File: src/verilog/ov5640_cfg_pkg.sv
// Sensor constants, transaction types and fixed register rows shared by the OV5640 config RTL
package ov5640_cfg_pkg;

    // One SCCB register write or read, address in the upper 16 bits
    typedef struct packed {
        logic [15:0] reg_addr;
        logic [7:0]  reg_data;
    } cfg_word_t;

    typedef logic [7:0] cfg_index_t;  // Transaction number

    localparam int cfg_reg_count    = 72;  // Includes the two ID reads
    localparam int id_read_count    = 2;
    localparam int window_row_count = 8;   // Computed rows 0x3808 to 0x380F

    localparam logic [15:0] sensor_chip_id = 16'h5640;
    localparam logic [15:0] id_high_addr   = 16'h300A;
    localparam logic [15:0] id_low_addr    = 16'h300B;

    // Blanking added to the active window to get the frame totals
    localparam logic [12:0] h_blank_pixels = 13'd1216;
    localparam logic [12:0] v_blank_lines  = 13'd504;

    typedef enum logic [1:0] {
        seq_power_wait,
        seq_issue,
        seq_wait_done,
        seq_finished
    } seq_state_t;

    // ------------------------------
    // Fixed rows in issue order, with the computed window rows taken out
    // ------------------------------
    localparam cfg_word_t fixed_rows [cfg_reg_count - window_row_count] = '{
        // Chip ID, high byte first
        '{id_high_addr, 8'h00}, '{id_low_addr, 8'h00},
        // Soft reset, wake-up, PLL clock source
        '{16'h3008, 8'h82}, '{16'h3008, 8'h02}, '{16'h3103, 8'h02},
        // Pad direction for sync, PCLK and data
        '{16'h3017, 8'hFF}, '{16'h3018, 8'hFF},
        // PLL pre-divider and root divider
        '{16'h3037, 8'h13}, '{16'h3108, 8'h01},
        // Analog and system setup
        '{16'h3630, 8'h36}, '{16'h3631, 8'h0E}, '{16'h3632, 8'hE2}, '{16'h3633, 8'h12},
        '{16'h3621, 8'hE0}, '{16'h3704, 8'hA0}, '{16'h3703, 8'h5A}, '{16'h3715, 8'h78},
        '{16'h3717, 8'h01}, '{16'h370B, 8'h60}, '{16'h3705, 8'h1A}, '{16'h3905, 8'h02},
        '{16'h3906, 8'h10}, '{16'h3901, 8'h0A}, '{16'h3731, 8'h12}, '{16'h302D, 8'h60},
        '{16'h3620, 8'h52}, '{16'h371B, 8'h20}, '{16'h471C, 8'h50}, '{16'h3635, 8'h13},
        '{16'h3636, 8'h03}, '{16'h3634, 8'h40}, '{16'h3622, 8'h01}, '{16'h3708, 8'h64},
        '{16'h4001, 8'h02}, '{16'h4005, 8'h1A},
        // Block reset release, clock enables
        '{16'h3000, 8'h00}, '{16'h3004, 8'hFF},
        // RGB565 format, ISP in RGB mode
        '{16'h4300, 8'h61}, '{16'h501F, 8'h01}, '{16'h440E, 8'h00}, '{16'h5000, 8'hA7},
        // System clock divider, PLL multiplier
        '{16'h3035, 8'h11}, '{16'h3036, 8'h3C},
        // Timing block, subsampling and array window
        '{16'h3820, 8'h46}, '{16'h3821, 8'h01}, '{16'h3814, 8'h31}, '{16'h3815, 8'h31},
        '{16'h3800, 8'h00}, '{16'h3801, 8'h00}, '{16'h3802, 8'h00}, '{16'h3803, 8'h04},
        '{16'h3804, 8'h0A}, '{16'h3805, 8'h3F}, '{16'h3806, 8'h07}, '{16'h3807, 8'h9B},
        // Window offsets, after the computed size rows
        '{16'h3813, 8'h06}, '{16'h3810, 8'h00}, '{16'h3811, 8'h10}, '{16'h3812, 8'h00},
        // DVP clock dividers
        '{16'h4837, 8'h22}, '{16'h3824, 8'h02}, '{16'h460C, 8'h22},
        // ISP control, normal mode without colour bar
        '{16'h5001, 8'hA3}, '{16'h503D, 8'h00}
    };

endpackage

File: src/verilog/ov5640_reg_table.sv
// Read-only register table, maps a transaction index to its address and data word
`timescale 1ns/1ns

module ov5640_reg_table
    import ov5640_cfg_pkg::*;
#(
    parameter logic [23:0] cmos_h_pixel = 24'd1024,
    parameter logic [23:0] cmos_v_pixel = 24'd768
) (
    input  cfg_index_t index,
    output cfg_word_t  word
);

    // ------------------------------
    // Table layout
    // ------------------------------
    localparam int fixed_row_count = cfg_reg_count - window_row_count;
    localparam int fixed_bits      = $clog2(fixed_row_count);
    localparam int window_bits     = $clog2(window_row_count);

    localparam cfg_index_t window_first_index = 8'd55;  // Right after 0x3807
    localparam cfg_index_t window_end_index   = window_first_index
                                                + cfg_index_t'(window_row_count);
    localparam logic [15:0] window_base_addr  = 16'h3808;

    // Frame totals
    localparam logic [23:0] total_h_pixel = cmos_h_pixel + 24'(h_blank_pixels);
    localparam logic [23:0] total_v_pixel = cmos_v_pixel + 24'(v_blank_lines);

    // Data bytes for 0x3808 .. 0x380F, high byte before low byte
    localparam logic [7:0] window_bytes [window_row_count] = '{
        {4'd0, cmos_h_pixel[11:8]},   // DVP width, 4 high bits
        cmos_h_pixel[7:0],
        {5'd0, cmos_v_pixel[10:8]},   // DVP height, 3 high bits
        cmos_v_pixel[7:0],
        {3'd0, total_h_pixel[12:8]},  // HTS
        total_h_pixel[7:0],
        {3'd0, total_v_pixel[12:8]},  // VTS
        total_v_pixel[7:0]
    };

    logic [window_bits-1:0] window_offset;
    logic [fixed_bits-1:0]  fixed_index;
    logic                   in_window;
    logic                   in_table;

    assign in_table  = (index < cfg_index_t'(cfg_reg_count));
    assign in_window = (index >= window_first_index) && (index < window_end_index);

    // Rows past the window sit eight places lower in fixed_rows
    always_comb begin
        window_offset = window_bits'(index - window_first_index);
        if (index < window_first_index) begin
            fixed_index = fixed_bits'(index);
        end else begin
            fixed_index = fixed_bits'(index - cfg_index_t'(window_row_count));
        end
    end

    always_comb begin
        if (!in_table) begin
            // Harmless read so a stray index never rewrites a register
            word = '{reg_addr: id_high_addr, reg_data: 8'h00};
        end else if (in_window) begin
            word.reg_addr = window_base_addr + 16'(window_offset);
            word.reg_data = window_bytes[window_offset];
        end else begin
            word = fixed_rows[fixed_index];
        end
    end

endmodule

File: src/verilog/ov5640_init_sequencer.sv
// Power-up delay and transaction FSM that steps the I2C master through the register table
`timescale 1ns/1ns

module ov5640_init_sequencer
    import ov5640_cfg_pkg::*;
#(
    parameter logic [12:0] power_up_cycles = 13'd5000
) (
    input  logic       clk,
    input  logic       rst_n,
    input  logic       i2c_done,
    input  cfg_word_t  table_word,
    output cfg_index_t table_index,
    output logic       i2c_exec,
    output cfg_word_t  i2c_word,
    output logic       i2c_rh_wl,
    output logic       init_done
);

    seq_state_t  state;
    logic [12:0] wait_cnt;     // Power-up delay
    cfg_index_t  tx_index;     // Transactions issued so far
    logic        wait_over;
    logic        more_to_send;
    logic        start_tx;

    // Sensor needs its supply and clock stable before the first SCCB access
    assign wait_over    = (wait_cnt == power_up_cycles - 13'd1);
    assign more_to_send = (tx_index < cfg_index_t'(cfg_reg_count));

    // Launch on the last wait cycle, or right on a done with rows left
    assign start_tx = ((state == seq_power_wait) && wait_over)
                    || ((state == seq_wait_done) && i2c_done && more_to_send);

    assign table_index = tx_index;

    // ------------------------------
    // Transaction FSM
    // ------------------------------
    always_ff @(posedge clk or negedge rst_n) begin
        if (!rst_n) begin
            state     <= seq_power_wait;
            wait_cnt  <= '0;
            tx_index  <= '0;
            i2c_exec  <= 1'b0;
            i2c_rh_wl <= 1'b1;
            init_done <= 1'b0;
        end else begin
            i2c_exec <= start_tx;  // One pulse per transaction
            if (start_tx) begin
                i2c_rh_wl <= (tx_index < cfg_index_t'(id_read_count));
            end

            case (state)
                seq_power_wait: begin
                    wait_cnt <= wait_cnt + 13'd1;
                    if (wait_over) begin
                        state <= seq_issue;
                    end
                end
                seq_issue: begin
                    // Exec is high in this cycle
                    tx_index <= tx_index + cfg_index_t'(1);
                    state    <= seq_wait_done;
                end
                seq_wait_done: begin
                    if (i2c_done) begin
                        if (more_to_send) begin
                            state <= seq_issue;
                        end else begin
                            state     <= seq_finished;
                            init_done <= 1'b1;
                        end
                    end
                end
                seq_finished: begin
                    init_done <= 1'b1;  // Holds until next reset
                end
                default: begin
                    state <= seq_power_wait;
                end
            endcase
        end
    end

    // Word stays put from exec until the matching done
    always_ff @(posedge clk) begin
        if (start_tx) begin
            i2c_word <= table_word;
        end
    end

    // ------------------------------
    // Handshake checks
    // ------------------------------
    exec_single_cycle: assert property (
        @(posedge clk) disable iff (!rst_n)
        i2c_exec |=> !i2c_exec
    ) else $error("i2c_exec held for more than one cycle");

    // Exec belongs to the issue state, never to the wait for the master
    exec_waits_for_done: assert property (
        @(posedge clk) disable iff (!rst_n)
        (state == seq_wait_done) |-> !i2c_exec
    ) else $error("i2c_exec issued while a transaction was pending");

    exec_stops_at_init_done: assert property (
        @(posedge clk) disable iff (!rst_n)
        init_done |=> (init_done && !i2c_exec)
    ) else $error("i2c_exec after init_done, or init_done dropped");

endmodule

File: src/verilog/ov5640_id_check.sv
// Collects the two chip-ID bytes from the leading reads and flags an OV5640 match
`timescale 1ns/1ns

module ov5640_id_check
    import ov5640_cfg_pkg::*;
(
    input  logic       clk,
    input  logic       rst_n,
    input  logic       i2c_done,
    input  logic       i2c_rh_wl,
    input  logic [7:0] i2c_rd_data,
    output logic       id_flag
);

    logic [1:0] read_cnt;      // Read completions seen
    logic [7:0] id_high_byte;  // First byte returned, from 0x300A
    logic       read_done;
    logic       last_read;

    assign read_done = i2c_done && i2c_rh_wl;
    assign last_read = read_done && (read_cnt == 2'(id_read_count - 1));

    always_ff @(posedge clk or negedge rst_n) begin
        if (!rst_n) begin
            read_cnt <= '0;
            id_flag  <= 1'b0;
        end else if (read_done && (read_cnt < 2'(id_read_count))) begin
            read_cnt <= read_cnt + 2'd1;
            if (last_read) begin
                id_flag <= ({id_high_byte, i2c_rd_data} == sensor_chip_id);
            end
        end
    end

    always_ff @(posedge clk) begin
        if (read_done && (read_cnt == 2'd0)) begin
            id_high_byte <= i2c_rd_data;
        end
    end

    // Sequencer switches to writes after the ID reads
    no_third_read: assert property (
        @(posedge clk) disable iff (!rst_n)
        (read_cnt == 2'(id_read_count)) |-> !read_done
    ) else $error("Read completion after the two chip-ID bytes");

endmodule

File: src/verilog/ov5640_cfg_top.sv
// Top of the OV5640 power-up configuration block, connects table, sequencer and ID check
`timescale 1ns/1ns

module ov5640_cfg_top
    import ov5640_cfg_pkg::*;
#(
    parameter logic [23:0] cmos_h_pixel    = 24'd1024,
    parameter logic [23:0] cmos_v_pixel    = 24'd768,
    parameter logic [12:0] power_up_cycles = 13'd5000  // Cycles before the first access
) (
    input  logic       clk,
    input  logic       rst_n,
    input  logic [7:0] i2c_rd_data,
    input  logic       i2c_done,
    output logic       i2c_exec,
    output cfg_word_t  i2c_word,
    output logic       i2c_rh_wl,
    output logic       init_done,
    output logic       id_flag
);

    cfg_index_t table_index;
    cfg_word_t  table_word;

    ov5640_reg_table #(
        .cmos_h_pixel(cmos_h_pixel),
        .cmos_v_pixel(cmos_v_pixel)
    ) ov5640_reg_table_inst (
        .index(table_index),
        .word (table_word)
    );

    ov5640_init_sequencer #(
        .power_up_cycles(power_up_cycles)
    ) ov5640_init_sequencer_inst (
        .clk        (clk),
        .rst_n      (rst_n),
        .i2c_done   (i2c_done),
        .table_word (table_word),
        .table_index(table_index),
        .i2c_exec   (i2c_exec),
        .i2c_word   (i2c_word),
        .i2c_rh_wl  (i2c_rh_wl),
        .init_done  (init_done)
    );

    // Uses the registered direction so it matches the pending transaction
    ov5640_id_check ov5640_id_check_inst (
        .clk        (clk),
        .rst_n      (rst_n),
        .i2c_done   (i2c_done),
        .i2c_rh_wl  (i2c_rh_wl),
        .i2c_rd_data(i2c_rd_data),
        .id_flag    (id_flag)
    );

endmodule

File: config.mk
export PLATFORM = sky130hd
export DESIGN_NAME = ov5640_cfg_top
export DESIGN_NICKNAME = d
export VERILOG_FILES = /design/src/verilog/ov5640_cfg_pkg.sv /design/src/verilog/ov5640_reg_table.sv /design/src/verilog/ov5640_init_sequencer.sv /design/src/verilog/ov5640_id_check.sv /design/src/verilog/ov5640_cfg_top.sv
export SDC_FILE = /design/constraint.sdc
export NUM_CORES = 1
export LEC_CHECK = 0
export BUFFER_PORTS_ARGS = -buffer_cell sky130_fd_sc_hd__buf_2
export CORE_MARGIN = 8
export CORE_UTILIZATION = 55
export DETAILED_ROUTE_END_ITERATION = 16
export PLACE_DENSITY = 0.74
export SETUP_SLACK_MARGIN = 0.1
export SKIP_LAST_GASP = 1
export SLEW_MARGIN = 10
export SYNTH_ARGS = -nofsm -noshare
export SYNTH_HDL_FRONTEND = slang
export SYNTH_SLANG_ARGS = --single-unit
File: constraint.sdc
create_clock -name clk -period 4.85 [get_ports clk]
set_input_delay 0.97 -clock clk [delete_from_list [all_inputs] [get_ports clk]]
set_output_delay 0.97 -clock clk [all_outputs]
set_load 0.01 [all_outputs]
* Word level (Yosys, flattened, before mapping)
Memory sizes are Yosys's and may differ from the RTL's.
Index checks and enable logic that the tools add are counted.
** Storage, ports and cells
- Bits in registers :: 61
- Bits in read-only memories :: 1600
- Memories :: 2
- Input bits :: 11
- Output and inout bits :: 28
- Logic and storage cells :: 67
** Cells by class
- Equal/unequal tests :: 9
- Multiplexer cells :: 13
- Bitwise logic cells :: 2
- Add/sub/neg operators :: 6
- $lt $le $gt $ge :: 8
- Reduce and logical (&&, ||, !) cells :: 16
** Memories
- (name not given) :: depth 64, bits a word 24, read ports 1, clocked after memory_dff 0, wr ports 0, RTL line ov5640_reg_table.sv:68 : word = fixed_rows[fixed_index];
- (name not given) :: depth 8, bits a word 8, read ports 1, clocked after memory_dff 0, wr ports 0, RTL line ov5640_reg_table.sv:66 : word.reg_data = window_bytes[window_offset];
** Operator list (count)
- two-way mux 24 bit :: 3
- equality test 16 x 15 -> 1 bit, second input constant :: 1
- less-than comparator 8 x 6 -> 1 bit, second input constant :: 2
- two-way mux 8 bit :: 2
- adder 14 x 3 -> 15 bit, first input constant :: 1
- adder 13 x 1 -> 13 bit, second input constant :: 1
- equality test 13 bit, second input constant :: 1
- adder 8 x 1 -> 8 bit, second input constant :: 1
- greater-or-equal comparator 8 x 6 -> 1 bit, second input constant :: 1
- logical AND 1 bit :: 8
- less-than comparator 8 x 2 -> 1 bit, second input constant :: 1
- less-than comparator 8 x 7 -> 1 bit, second input constant :: 1
- greater-or-equal comparator 7 bit, second input constant :: 1
- inverter 6 -> 7 bit :: 1
- two-way mux 2 bit :: 3
- two-way mux 6 bit :: 1
- one-hot mux 2 bit (3 select lines) :: 1
- AND reduction 3 bit :: 2
- subtractor 6 x 4 -> 6 bit, second input constant :: 1
- equality test 2 x 1 -> 1 bit, second input constant :: 2
- equality test 2 bit, second input constant :: 2
- greater-or-equal comparator 4 bit, second input constant :: 1
- logical NOT 2 bit :: 2
- != test 2 bit, second input constant :: 2
- other kinds (11) :: 12

* Logic depth before layout (Yosys ltp)
Gate-level depths: netlist (run 1).
- Depth after elaboration :: 7
- Mapped depth :: 12

* By module
Synthesis (run 1) repeated with hierarchy kept, for this count alone.
** Second synthesis, totals
- Cell total of the unflattened synthesis :: 504
- Area total of the unflattened synthesis :: 4526.8 sq um
** Modules (own cells, without submodules)
- ov5640_reg_table :: area an instance 2098.3 sq um, sequential area each 0.0 sq um, cells an instance 346, instances 1
- ov5640_init_sequencer :: area an instance 1974.4 sq um, sequential area each 1372.6 sq um, cells an instance 130, instances 1
- ov5640_id_check :: area an instance 454.2 sq um, sequential area each 315.3 sq um, cells an instance 28, instances 1

* Worst setup path after synthesis (run 1)
OpenSTA, ideal clock, no wires.
- Path kind :: input -> register
- Start point :: in i2c_done
- End point :: reg ov5640_init_sequencer_inst.i2c_word[0] (netlist name)
- Path slack :: 1750 ps
- Data required time :: 4416 ps
- Arrival time :: 2665 ps
- Cell stages on the path :: 2
- Path buffers :: 0
- Cells stage by stage :: nand2_1 > o21ai_0
** Between the ends
- Longest elaborated chain between the ends :: 3
** RTL lines
- from (decl) :: RTL line ov5640_cfg_top.sv:14 : input logic i2c_done,
- logical AND 1 bit (2 in series) :: RTL line ov5640_init_sequencer.sv:33 : || ((state == seq_wait_done) && i2c_done && more_to_send);
- logical OR 1 bit :: RTL line ov5640_init_sequencer.sv:33
- via ov5640_init_sequencer_inst.start_tx :: RTL line ov5640_init_sequencer.sv:25 : logic start_tx;
The timed path passes the listed nets, and every way through them passes these cells.
A chain may end at the register's enable or synchronous reset.

* Worst setup path after layout (run 1)
- Start point :: reg ov5640_init_sequencer_inst.tx_index[4], in the netlist ov5640_init_sequencer_inst.table_index[4]
- End point :: reg ov5640_init_sequencer_inst.i2c_word[19] (netlist name)
** Between the ends
- Longest elaborated chain between the ends :: 7
** RTL lines
- from (decl) :: RTL line ov5640_init_sequencer.sv:22 : cfg_index_t tx_index;
- from (signal assigned) :: RTL line ov5640_init_sequencer.sv:63 : tx_index <= tx_index + cfg_index_t'(1);
- less-than comparator 8 x 6 -> 1 bit or subtractor 6 x 4 -> 6 bit (tied branches) :: RTL line ov5640_reg_table.sv:53, ov5640_reg_table.sv:56
- two-way mux 6 bit :: RTL line ov5640_reg_table.sv:53 : if (index < window_first_index) begin
- inverter 6 -> 7 bit (not written as such) :: RTL line ov5640_reg_table.sv:68
- memory read (64 x 24 bit)
- two-way mux 24 bit (not written as such) (2 in series) :: RTL line ov5640_reg_table.sv:68
- two-way mux 24 bit :: RTL line ov5640_reg_table.sv:64 : end else if (in_window) begin
Parallel ways exist; a longest one is shown, timed or not. The select of a mux whose other input is x is not followed.

==> results of run 1 <==
==> cells by family (layout without fill, tap and decap cells) <==
family / count (synthesis) / in the layout / synth area share
simple gates: 186 / 186 / 0.2029
compound gates: 164 / 164 / 0.2567
flops: 58 / 58 / 0.3473
buf+inv: 57 / 71 / 0.06282
fa+ha+maj: 22 / 22 / 0.05983
xor+xnor: 22 / 22 / 0.04188
mux: 11 / 11 / 0.02774
other cells: 1 / 3 / 0.0008151
==> stage by stage <==
| stage | hold slack [ns] | total power (W) | worst slack [ns] | instances | utilization |
|---|---|---|---|---|---|
| floorplan | 0.4400 | 0.002307 | 1.750 | 523 | - |
| global placement | 0.4552 | 0.002769 | 1.435 | 626 | 0.5787 |
| detailed placement | 0.4720 | 0.002778 | 1.456 | 626 | 0.5787 |
| CTS | 0.4879 | 0.003200 | 1.412 | 642 | 0.6009 |
| global route | 0.5069 | 0.003459 | 1.165 | 642 | 0.6009 |
| finish | 0.4824 | 0.003269 | 1.249 | 642 | 0.6009 |
==> power by group through the flow <==
stage	registers, W	clock network (W)	logic (W)
floorplan	0.000747	0	0.00156
global placement	0.000775	0	0.00199
detailed placement	0.000780	0	0.00200
CTS	0.000771	0.000420	0.00201
global route	0.000788	0.000437	0.00224
finish	0.000775	0.000407	0.00209
==> area by class of cell <==
type	count	area, sq um
clock inverter	4	26.28
fill	725	3263
inverter	13	48.80
multi-input combinational	408	2725
tap	105	131.4
timing repair buffer	42	227.7
sequential	58	1598
clock buffer	12	155.1
==> path summary, 6_finish.rpt <==
path                            cells past startpoint                                      end
worst min register to register                      2         ov5640_id_check_inst.read_cnt[1]
worst min-delay path                                2         ov5640_id_check_inst.read_cnt[1]
max in group asynchronous                           1   ov5640_init_sequencer_inst.wait_cnt[9]
min in group asynchronous                           1   ov5640_init_sequencer_inst.wait_cnt[4]
worst max-delay path                                7  ov5640_init_sequencer_inst.i2c_word[19]
worst max register to register                      7  ov5640_init_sequencer_inst.i2c_word[19]
==> critical path, stage by stage, from the launching register on <==
cell and delay [ns]:
dfrtp_1 0.72, inv_1 0.10, ha_1 0.43, and2_1 0.25, a221oi_4 0.89, nand3_2 0.35, or4_1 0.48, a31oi_1 0.21
==> state kept, by name, summed over array words and instances (netlist names) <==
name / cells
ov5640_init_sequencer_inst.wait_cnt: 13
ov5640_init_sequencer_inst.init_done: 1
ov5640_id_check_inst.id_high_byte: 8
ov5640_init_sequencer_inst.state: 2
ov5640_id_check_inst.read_cnt: 2
ov5640_init_sequencer_inst.i2c_word: 21
ov5640_id_check_inst.id_flag: 1
ov5640_init_sequencer_inst.table_index: 8
ov5640_init_sequencer_inst.i2c_rh_wl: 1
ov5640_init_sequencer_inst.i2c_exec: 1
==> metal layers <==
metal  up-vias  track usage
met5         -            0
met4         0      0.09613
met3        34      0.06707
met2       306       0.3548
met1      1990       0.3248
li1       1967            -
==> placed cells by master (no fill, tap or decap), types with 13 or more instances in the layout <==
cell type / instances
ha_1: 22
nor2_1: 41
xnor2_1: 13
dfrtp_1: 28
buf_2: 35
nor3_1: 13
inv_1: 13
nand3_1: 24
a21oi_1: 35
nand2_1: 54
o21ai_0: 34
edfxtp_1: 29
==> impl_metrics.toml, run 1 <==
[pwr]
pwr_density_cell_mw_per_mm2 = 665.6
power.share.clock = 0.124
internal_power_w = 0.001592
p_switching_w = 0.001677
leakage_nw = 1.928
vdd_drop_max_v = 0.0006790
swShare = 0.5130
comb_power_share = 0.639
pwr-share-seq = 0.237

[sta]
finalSetupTns_ns = 0
drv_slew = 0
setup_viol = 0
max_clock_freq_mhz = 277.7
worst_pin_slew_ns = 1.068
period_needed_ns = 3.601
clock_skew_ns = 0.01156
period_share = 0.7425
max_slew_margin = 0.2882
hold_violations = 0
rsz0062_at_grt = "false"

[route]
vias_per_cell = 6.693
wl_met3_microns = 1695
drt_wl_total_microns = 13840
vias = 4297
drt-pass1-iter-count = 6
drtIter0Drc = 691
top_layer_used = "met4"
post-route-drc-count = 0
routed-wl-met2_microns = 6092
wirelength_met1_microns = 5722
wire_per_inst_microns = 21.56
ant_nets = 0

[synth]
synth_cells = 521
syn_area_sq_mm = 0.004601
yosysTopAreaCell = "edfxtp_1"
ys_ff_latch = 58
yosys_most_used_dff = "edfxtp_1"
yosysSeqAreaShare = 0.3473
synth_top_area_frac = 0.1893
synth_warnings = 0
ys_types = 80
async_flop_share = 0.5000
yosysMostFrequentCell = "nand2_1"
yosys-top-cells-area = "edfxtp_1, dfrtp_1, ha_1"
syn-mean-instance-area_sq_um = 8.830
synth-edff-count = 29
synth_common_cells = "nand2_1, nor2_1, a21oi_1, o21ai_0, edfxtp_1"

[cts]
clk_path_buf_depth = 2
clock-sinks = 58
cts-root-buf = "clkbuf_8"
h-tree-depth = 3
ctsResizeCount = 0
path_clk_slew_ns = 0.07
postCtsSetupBuffers = 0
insertion_delay_ns = 0.34
cts_made_buffers = 9
hold_buffers = 0
cts_tree = "done"

[critical_path]
worstSetupPathType = "reg2reg"
endpoint_kind = "flop"
cp-startpoint = "ov5640_init_sequencer_inst.table_index[4]"
cp.required_ns = 5.01
regToRegSetupSlack_ns = 1.25
worstPathArrival_ns = 3.76
path_max_fanout = 18
timing.rr.start = "ov5640_init_sequencer_inst.table_index[4]"
worst_setup_path_start_kind = "flop"

[floorplan]
rows = 33
initial_core_util = 0.5627
die_w_microns = 107.5
die-area_sq_mm = 0.01155
die_y_microns = 107.5
core_area_sq_mm = 0.008175
io-pin-count = 39

[global_routing]
grt_pass1_wl_microns = 21890
antenna_found_initial = 0
gr-total-overflow = 0
grt_max_degree = 49
grt_pass1_vias = 4009
grtUsageTotal = 0.2406

[place]
hpwl_microns = 9524
portBuffers = 35
gp_congestion = 1.029
postPlaceCellArea_sq_mm = 0.004731

[cells_and_area]
nNetsFinal = 565
area_growth_pct = 6.772
fin_area_sq_mm = 0.004912
antennaDiodeCount = 0
drive_gt1_frac = 0.1583

[run]
maxCapViolations = 0

[status]
status = "finished, final reports clean"

[hold_path]
worstHoldStart = "ov5640_id_check_inst.read_cnt[1]"
hp-class = "reg2reg"
(Power assumes the default switching activity.)
==> run 2: changes to the inputs <==
Settings changed: PLACE_DENSITY 0.74 to 0.77.
Clock period 4.85 ns to 3.1 ns, I/O delays scaled along.
==> impl_metrics.toml, run 2 (synthesis gave the netlist of run 1 again) <==
[cts]
insertion_delay_ns = 0.35
clk_path_buf_depth = 2
cts_made_buffers = 9
hold_buffers = 0
ctsResizeCount = 0
postCtsSetupBuffers = 0
cts_tree = "done"
path_clk_slew_ns = 0.08
cts-root-buf = "clkbuf_8"
clock-sinks = 58
h-tree-depth = 3

[pwr]
leakage_nw = 2.068
finalPower_w = 0.005590
vdd_drop_max_v = 0.0007433
pwr_density_cell_mw_per_mm2 = 1083

[cells_and_area]
nNetsFinal = 588
regMostFlops = "ov5640_init_sequencer_inst.i2c_word"
top_regs = "ov5640_init_sequencer_inst.i2c_word x21, ov5640_init_sequencer_inst.wait_cnt x13"
layout_commonest_cell = "nand2_1"
largest_reg_flops = 21
layout_common_cells = "nand2_1, nor2_1, a21oi_1, buf_2, o21ai_0"
fin_area_sq_mm = 0.005161
drive_gt1_frac = 0.1929
area_growth_pct = 12.18
antennaDiodeCount = 0

[global_routing]
grtUsageTotal = 0.2601
antenna_found_initial = 0
grt_max_degree = 53
grt_pass1_vias = 4139
grt_pass1_wl_microns = 23630
gr-total-overflow = 0

[critical_path]
worstPathArrival_ns = 2.94
worst_setup_path_start_kind = "flop"
cp.required_ns = 3.21
worstSetupPathType = "reg2reg"
endpoint_kind = "flop"
path_max_fanout = 18

[sta]
max_slew_margin = 0.5182
period_share = 0.9119
finalSetupTns_ns = 0
worst_pin_slew_ns = 0.7227
rsz0062_at_grt = "false"
hold_violations = 0
period_needed_ns = 2.827
max_clock_freq_mhz = 353.7
drv_slew = 0
setup_viol = 0
clock_skew_ns = 0.01452
hold_slack_ns = 0.2897

[route]
wire_per_inst_microns = 22.49
ant_nets = 0
post-route-drc-count = 0
vias = 4549
vias_per_cell = 6.841
drt-pass1-iter-count = 7
drt_wl_total_microns = 14950
drtIter0Drc = 741

[hold_path]
hp-class = "in2async"

[place]
portBuffers = 35
postPlaceCellArea_sq_mm = 0.004928
hpwl_microns = 10520
gp_congestion = 0.9853

[floorplan]
die-area_sq_mm = 0.01155
io-pin-count = 39
die_w_microns = 107.5
die_y_microns = 107.5
core_area_sq_mm = 0.008175
rows = 33
initial_core_util = 0.5627

[status]
status = "finished, final reports clean"

[run]
maxCapViolations = 0
## run 2: worst paths after layout
kind / from / endpoint / slack, ns / depth (start not counted)
hold / removal: rst_n / ov5640_init_sequencer_inst.wait_cnt[3] / 0.29 / 1
min in group clk: i2c_rd_data[6] / ov5640_id_check_inst.id_high_byte[6] / 0.46 / 1
max in group asynchronous: rst_n / ov5640_id_check_inst.read_cnt[1] / 2.37 / 1
setup / recovery: ov5640_init_sequencer_inst.table_index[5] / ov5640_init_sequencer_inst.i2c_word[21] / 0.27 / 6
hold reg to reg: ov5640_id_check_inst.read_cnt[1] / ov5640_id_check_inst.read_cnt[1] / 0.48 / 2
setup reg to reg: ov5640_init_sequencer_inst.table_index[5] / ov5640_init_sequencer_inst.i2c_word[21] / 0.27 / 6
## run 2: metal layers
| layer | GRT usage | share of wire |
|---|---|---|
| met3 | 0.06647 | 0.12 |
| met5 | 0 | 0 |
| met4 | 0.1001 | 0.044 |
| met2 | 0.3959 | 0.44 |
| met1 | 0.3458 | 0.40 |
## run 2: metrics by stage
stage / instances / utilization / setup WS, ns
2_1_floorplan: 523 / - / 0.4024
3_3_place_gp: 649 / 0.6028 / 0.5024
3_5_place_dp: 649 / 0.6028 / 0.4411
4_1_cts: 665 / 0.6313 / 0.4240
5_1_grt: 665 / 0.6313 / 0.1636
6_report: 665 / 0.6313 / 0.2730
## run 2: layout make-up
class	instances	area, sq um
clock buffers	12	177.7
clock inverters	4	55.05
fillers	722	3014
inverters	13	48.80
multi-input cells	408	2725
flip-flops and latches	58	1598
well taps	105	131.4
repair buffers	65	425.4
## run 2: critical path, cell delays in order, from the launching register on
cell and delay [ns]:
dfrtp_1 0.74, nand4_2 0.36, a22oi_4 0.58, nand2_1 0.30, mux2_2 0.31, nand4_1 0.10
a21o_1 0.19
## run 2: power by group
part | switching, W | internal (W)
Clock | 0.000341 | 0.000472
Sequential | 0.000132 | 0.00103
Combinational | 0.00230 | 0.00131
==> run 3: changes to the inputs <==
Settings changed: CORE_UTILIZATION 55 to 35, PLACE_DENSITY 0.77 to unset.
==> impl_metrics.toml, run 3 (synthesis gave the netlist of run 1 again) <==
[critical_path]
path_max_fanout = 11
worst_setup_path_start_kind = "flop"
worstPathArrival_ns = 2.85
cpPeakStageDelay_ns = 0.49
cpMaxStageDelayCell = "a311oi_1"
cp_num_buf_inv = 1
critPathTopFamily = "compound AO/OA/AOI/OAI gates"
crit_path_cell_trace = "inv_1, ha_1, and2_1, a221o_2, nand3_1, a22oi_1, a311oi_1, a21oi_1"
endpoint_kind = "flop"
cp.required_ns = 3.16
worstSetupPathType = "reg2reg"

[cells_and_area]
multi_input_area_sq_mm = 0.002726
largest_reg_flops = 21
regMostFlops = "ov5640_init_sequencer_inst.i2c_word"
layout_common_cells = "nand2_1, nor2_1, a21oi_1, buf_2, buf_4"
area_growth_pct = 15.94
drive_gt1_frac = 0.2032
top_regs = "ov5640_init_sequencer_inst.i2c_word x21, ov5640_init_sequencer_inst.wait_cnt x13"
fin_util = 0.4093
nNetsFinal = 594
layout_commonest_cell = "nand2_1"
ff_latch_area_sq_mm = 0.001598
antennaDiodeCount = 0
nFillCells = 1328

[sta]
period_share = 0.9012
period_needed_ns = 2.794
finalSetupTns_ns = 0
drv_slew = 0
max_clock_freq_mhz = 358.0
hold_violations = 0
setup_viol = 0
rsz0062_at_grt = "false"
max_slew_margin = 0.5523
worst_pin_slew_ns = 0.6716
hold_slack_ns = 0.3216
clock_skew_ns = 0.008154

[global_routing]
grt_pass1_vias = 4156
gr-total-overflow = 0
grtUsageTotal = 0.1731
grt_pass1_wl_microns = 22830
grt_max_degree = 34
antenna_found_initial = 0

[route]
vias_per_cell = 5.887
wire_per_inst_microns = 19.45
drtIter0Drc = 580
vias = 4368
ant_nets = 0
drt-pass1-iter-count = 5
drt_wl_total_microns = 14430
post-route-drc-count = 0

[floorplan]
initial_core_util = 0.3530
die_w_microns = 130.7
rows = 42
io-pin-count = 39
die_y_microns = 130.7
die-area_sq_mm = 0.01707
core_area_sq_mm = 0.01303

[cts]
hold_buffers = 0
clk_path_buf_depth = 2
h-tree-depth = 3
insertion_delay_ns = 0.34
cts-root-buf = "clkbuf_16"
cts_made_buffers = 9
cts_tree = "done"
path_clk_slew_ns = 0.05
clock-sinks = 58

[place]
hpwl_microns = 10300
gp_congestion = 0.9834
portBuffers = 35

[run]
maxCapViolations = 0

[pwr]
vdd_drop_max_v = 0.0003352
pwr_density_cell_mw_per_mm2 = 1063
leakage_nw = 2.124

[hold_path]
hp-class = "in2async"

[status]
status = "finished, final reports clean"
-- run 3: cell types whose count changed in the layout (fill, tap and decap cells not counted), moves of 4 or more --
| cell | previous run | this run |
|---|---|---|
| clkbuf_8 | 9 | 0 |
| clkbuf_16 | 2 | 10 |
| buf_4 | 28 | 35 |
| clkinv_2 | 0 | 4 |
-- run 3: per-layer routing --
layer / vias to the layer above / global-route usage / share of wire
li1: 2029 / - / -
met1: 2047 / 0.2280 / 0.44
met2: 249 / 0.2552 / 0.44
met3: 43 / 0.04911 / 0.096
met4: 0 / 0.08103 / 0.032
met5: - / 0.01235 / 0
-- run 3: area by class of cell --
class	count	area share
Clock buffer	11	0.04762
Clock inverter	5	0.005395
Inverter	13	0.009148
Multi-Input combinational cell	408	0.5111
Sequential cell	58	0.2996
Tap cell	176	0.04129
Timing Repair Buffer	71	0.08585
-- run 3: final timing paths --
check,startpoint,to,slack (ns),cells after the start
setup / recovery,ov5640_init_sequencer_inst.table_index[3],ov5640_init_sequencer_inst.i2c_word[9],0.31,8
hold / removal,rst_n,ov5640_init_sequencer_inst.wait_cnt[5],0.32,1
max in group asynchronous,rst_n,ov5640_init_sequencer_inst.wait_cnt[0],2.34,1
hold reg to reg,ov5640_id_check_inst.read_cnt[1],ov5640_id_check_inst.read_cnt[1],0.47,2
min in group clk,ov5640_id_check_inst.read_cnt[1],ov5640_id_check_inst.read_cnt[1],0.47,2
setup reg to reg,ov5640_init_sequencer_inst.table_index[3],ov5640_init_sequencer_inst.i2c_word[9],0.31,8
-- run 3: power by group --
group	switching, W	internal (W)
Sequential	0.000153	0.00103
Clock	0.000355	0.000584
Combinational	0.00221	0.00134
-- run 3: what timing repair did --
action                     CTS  global route
setup endpoints to repair    0             2
gates resized for setup      0             1
buffers inserted             0             0
-- run 3: stage by stage --
stage	instance area [sq um]	power (W)	setup WS, ns	std cells
4_1_cts	5333	0.005608	0.2910	742
2_1_floorplan	4608	0.003608	0.4024	523
3_5_place_dp	5050	0.004638	0.3071	726
3_3_place_gp	5050	0.004646	0.2878	726
5_1_grt	5334	0.006033	0.1699	742
6_report	5334	0.005671	0.3064	742
-- run 3: worst register-to-register path: stages, from the launching register on --
cell and delay [ns]:
dfrtp_1 0.37, inv_1 0.19, ha_1 0.38, and2_1 0.25, a221o_2 0.47, nand3_1 0.13
a22oi_1 0.11, a311oi_1 0.49, a21oi_1 0.14
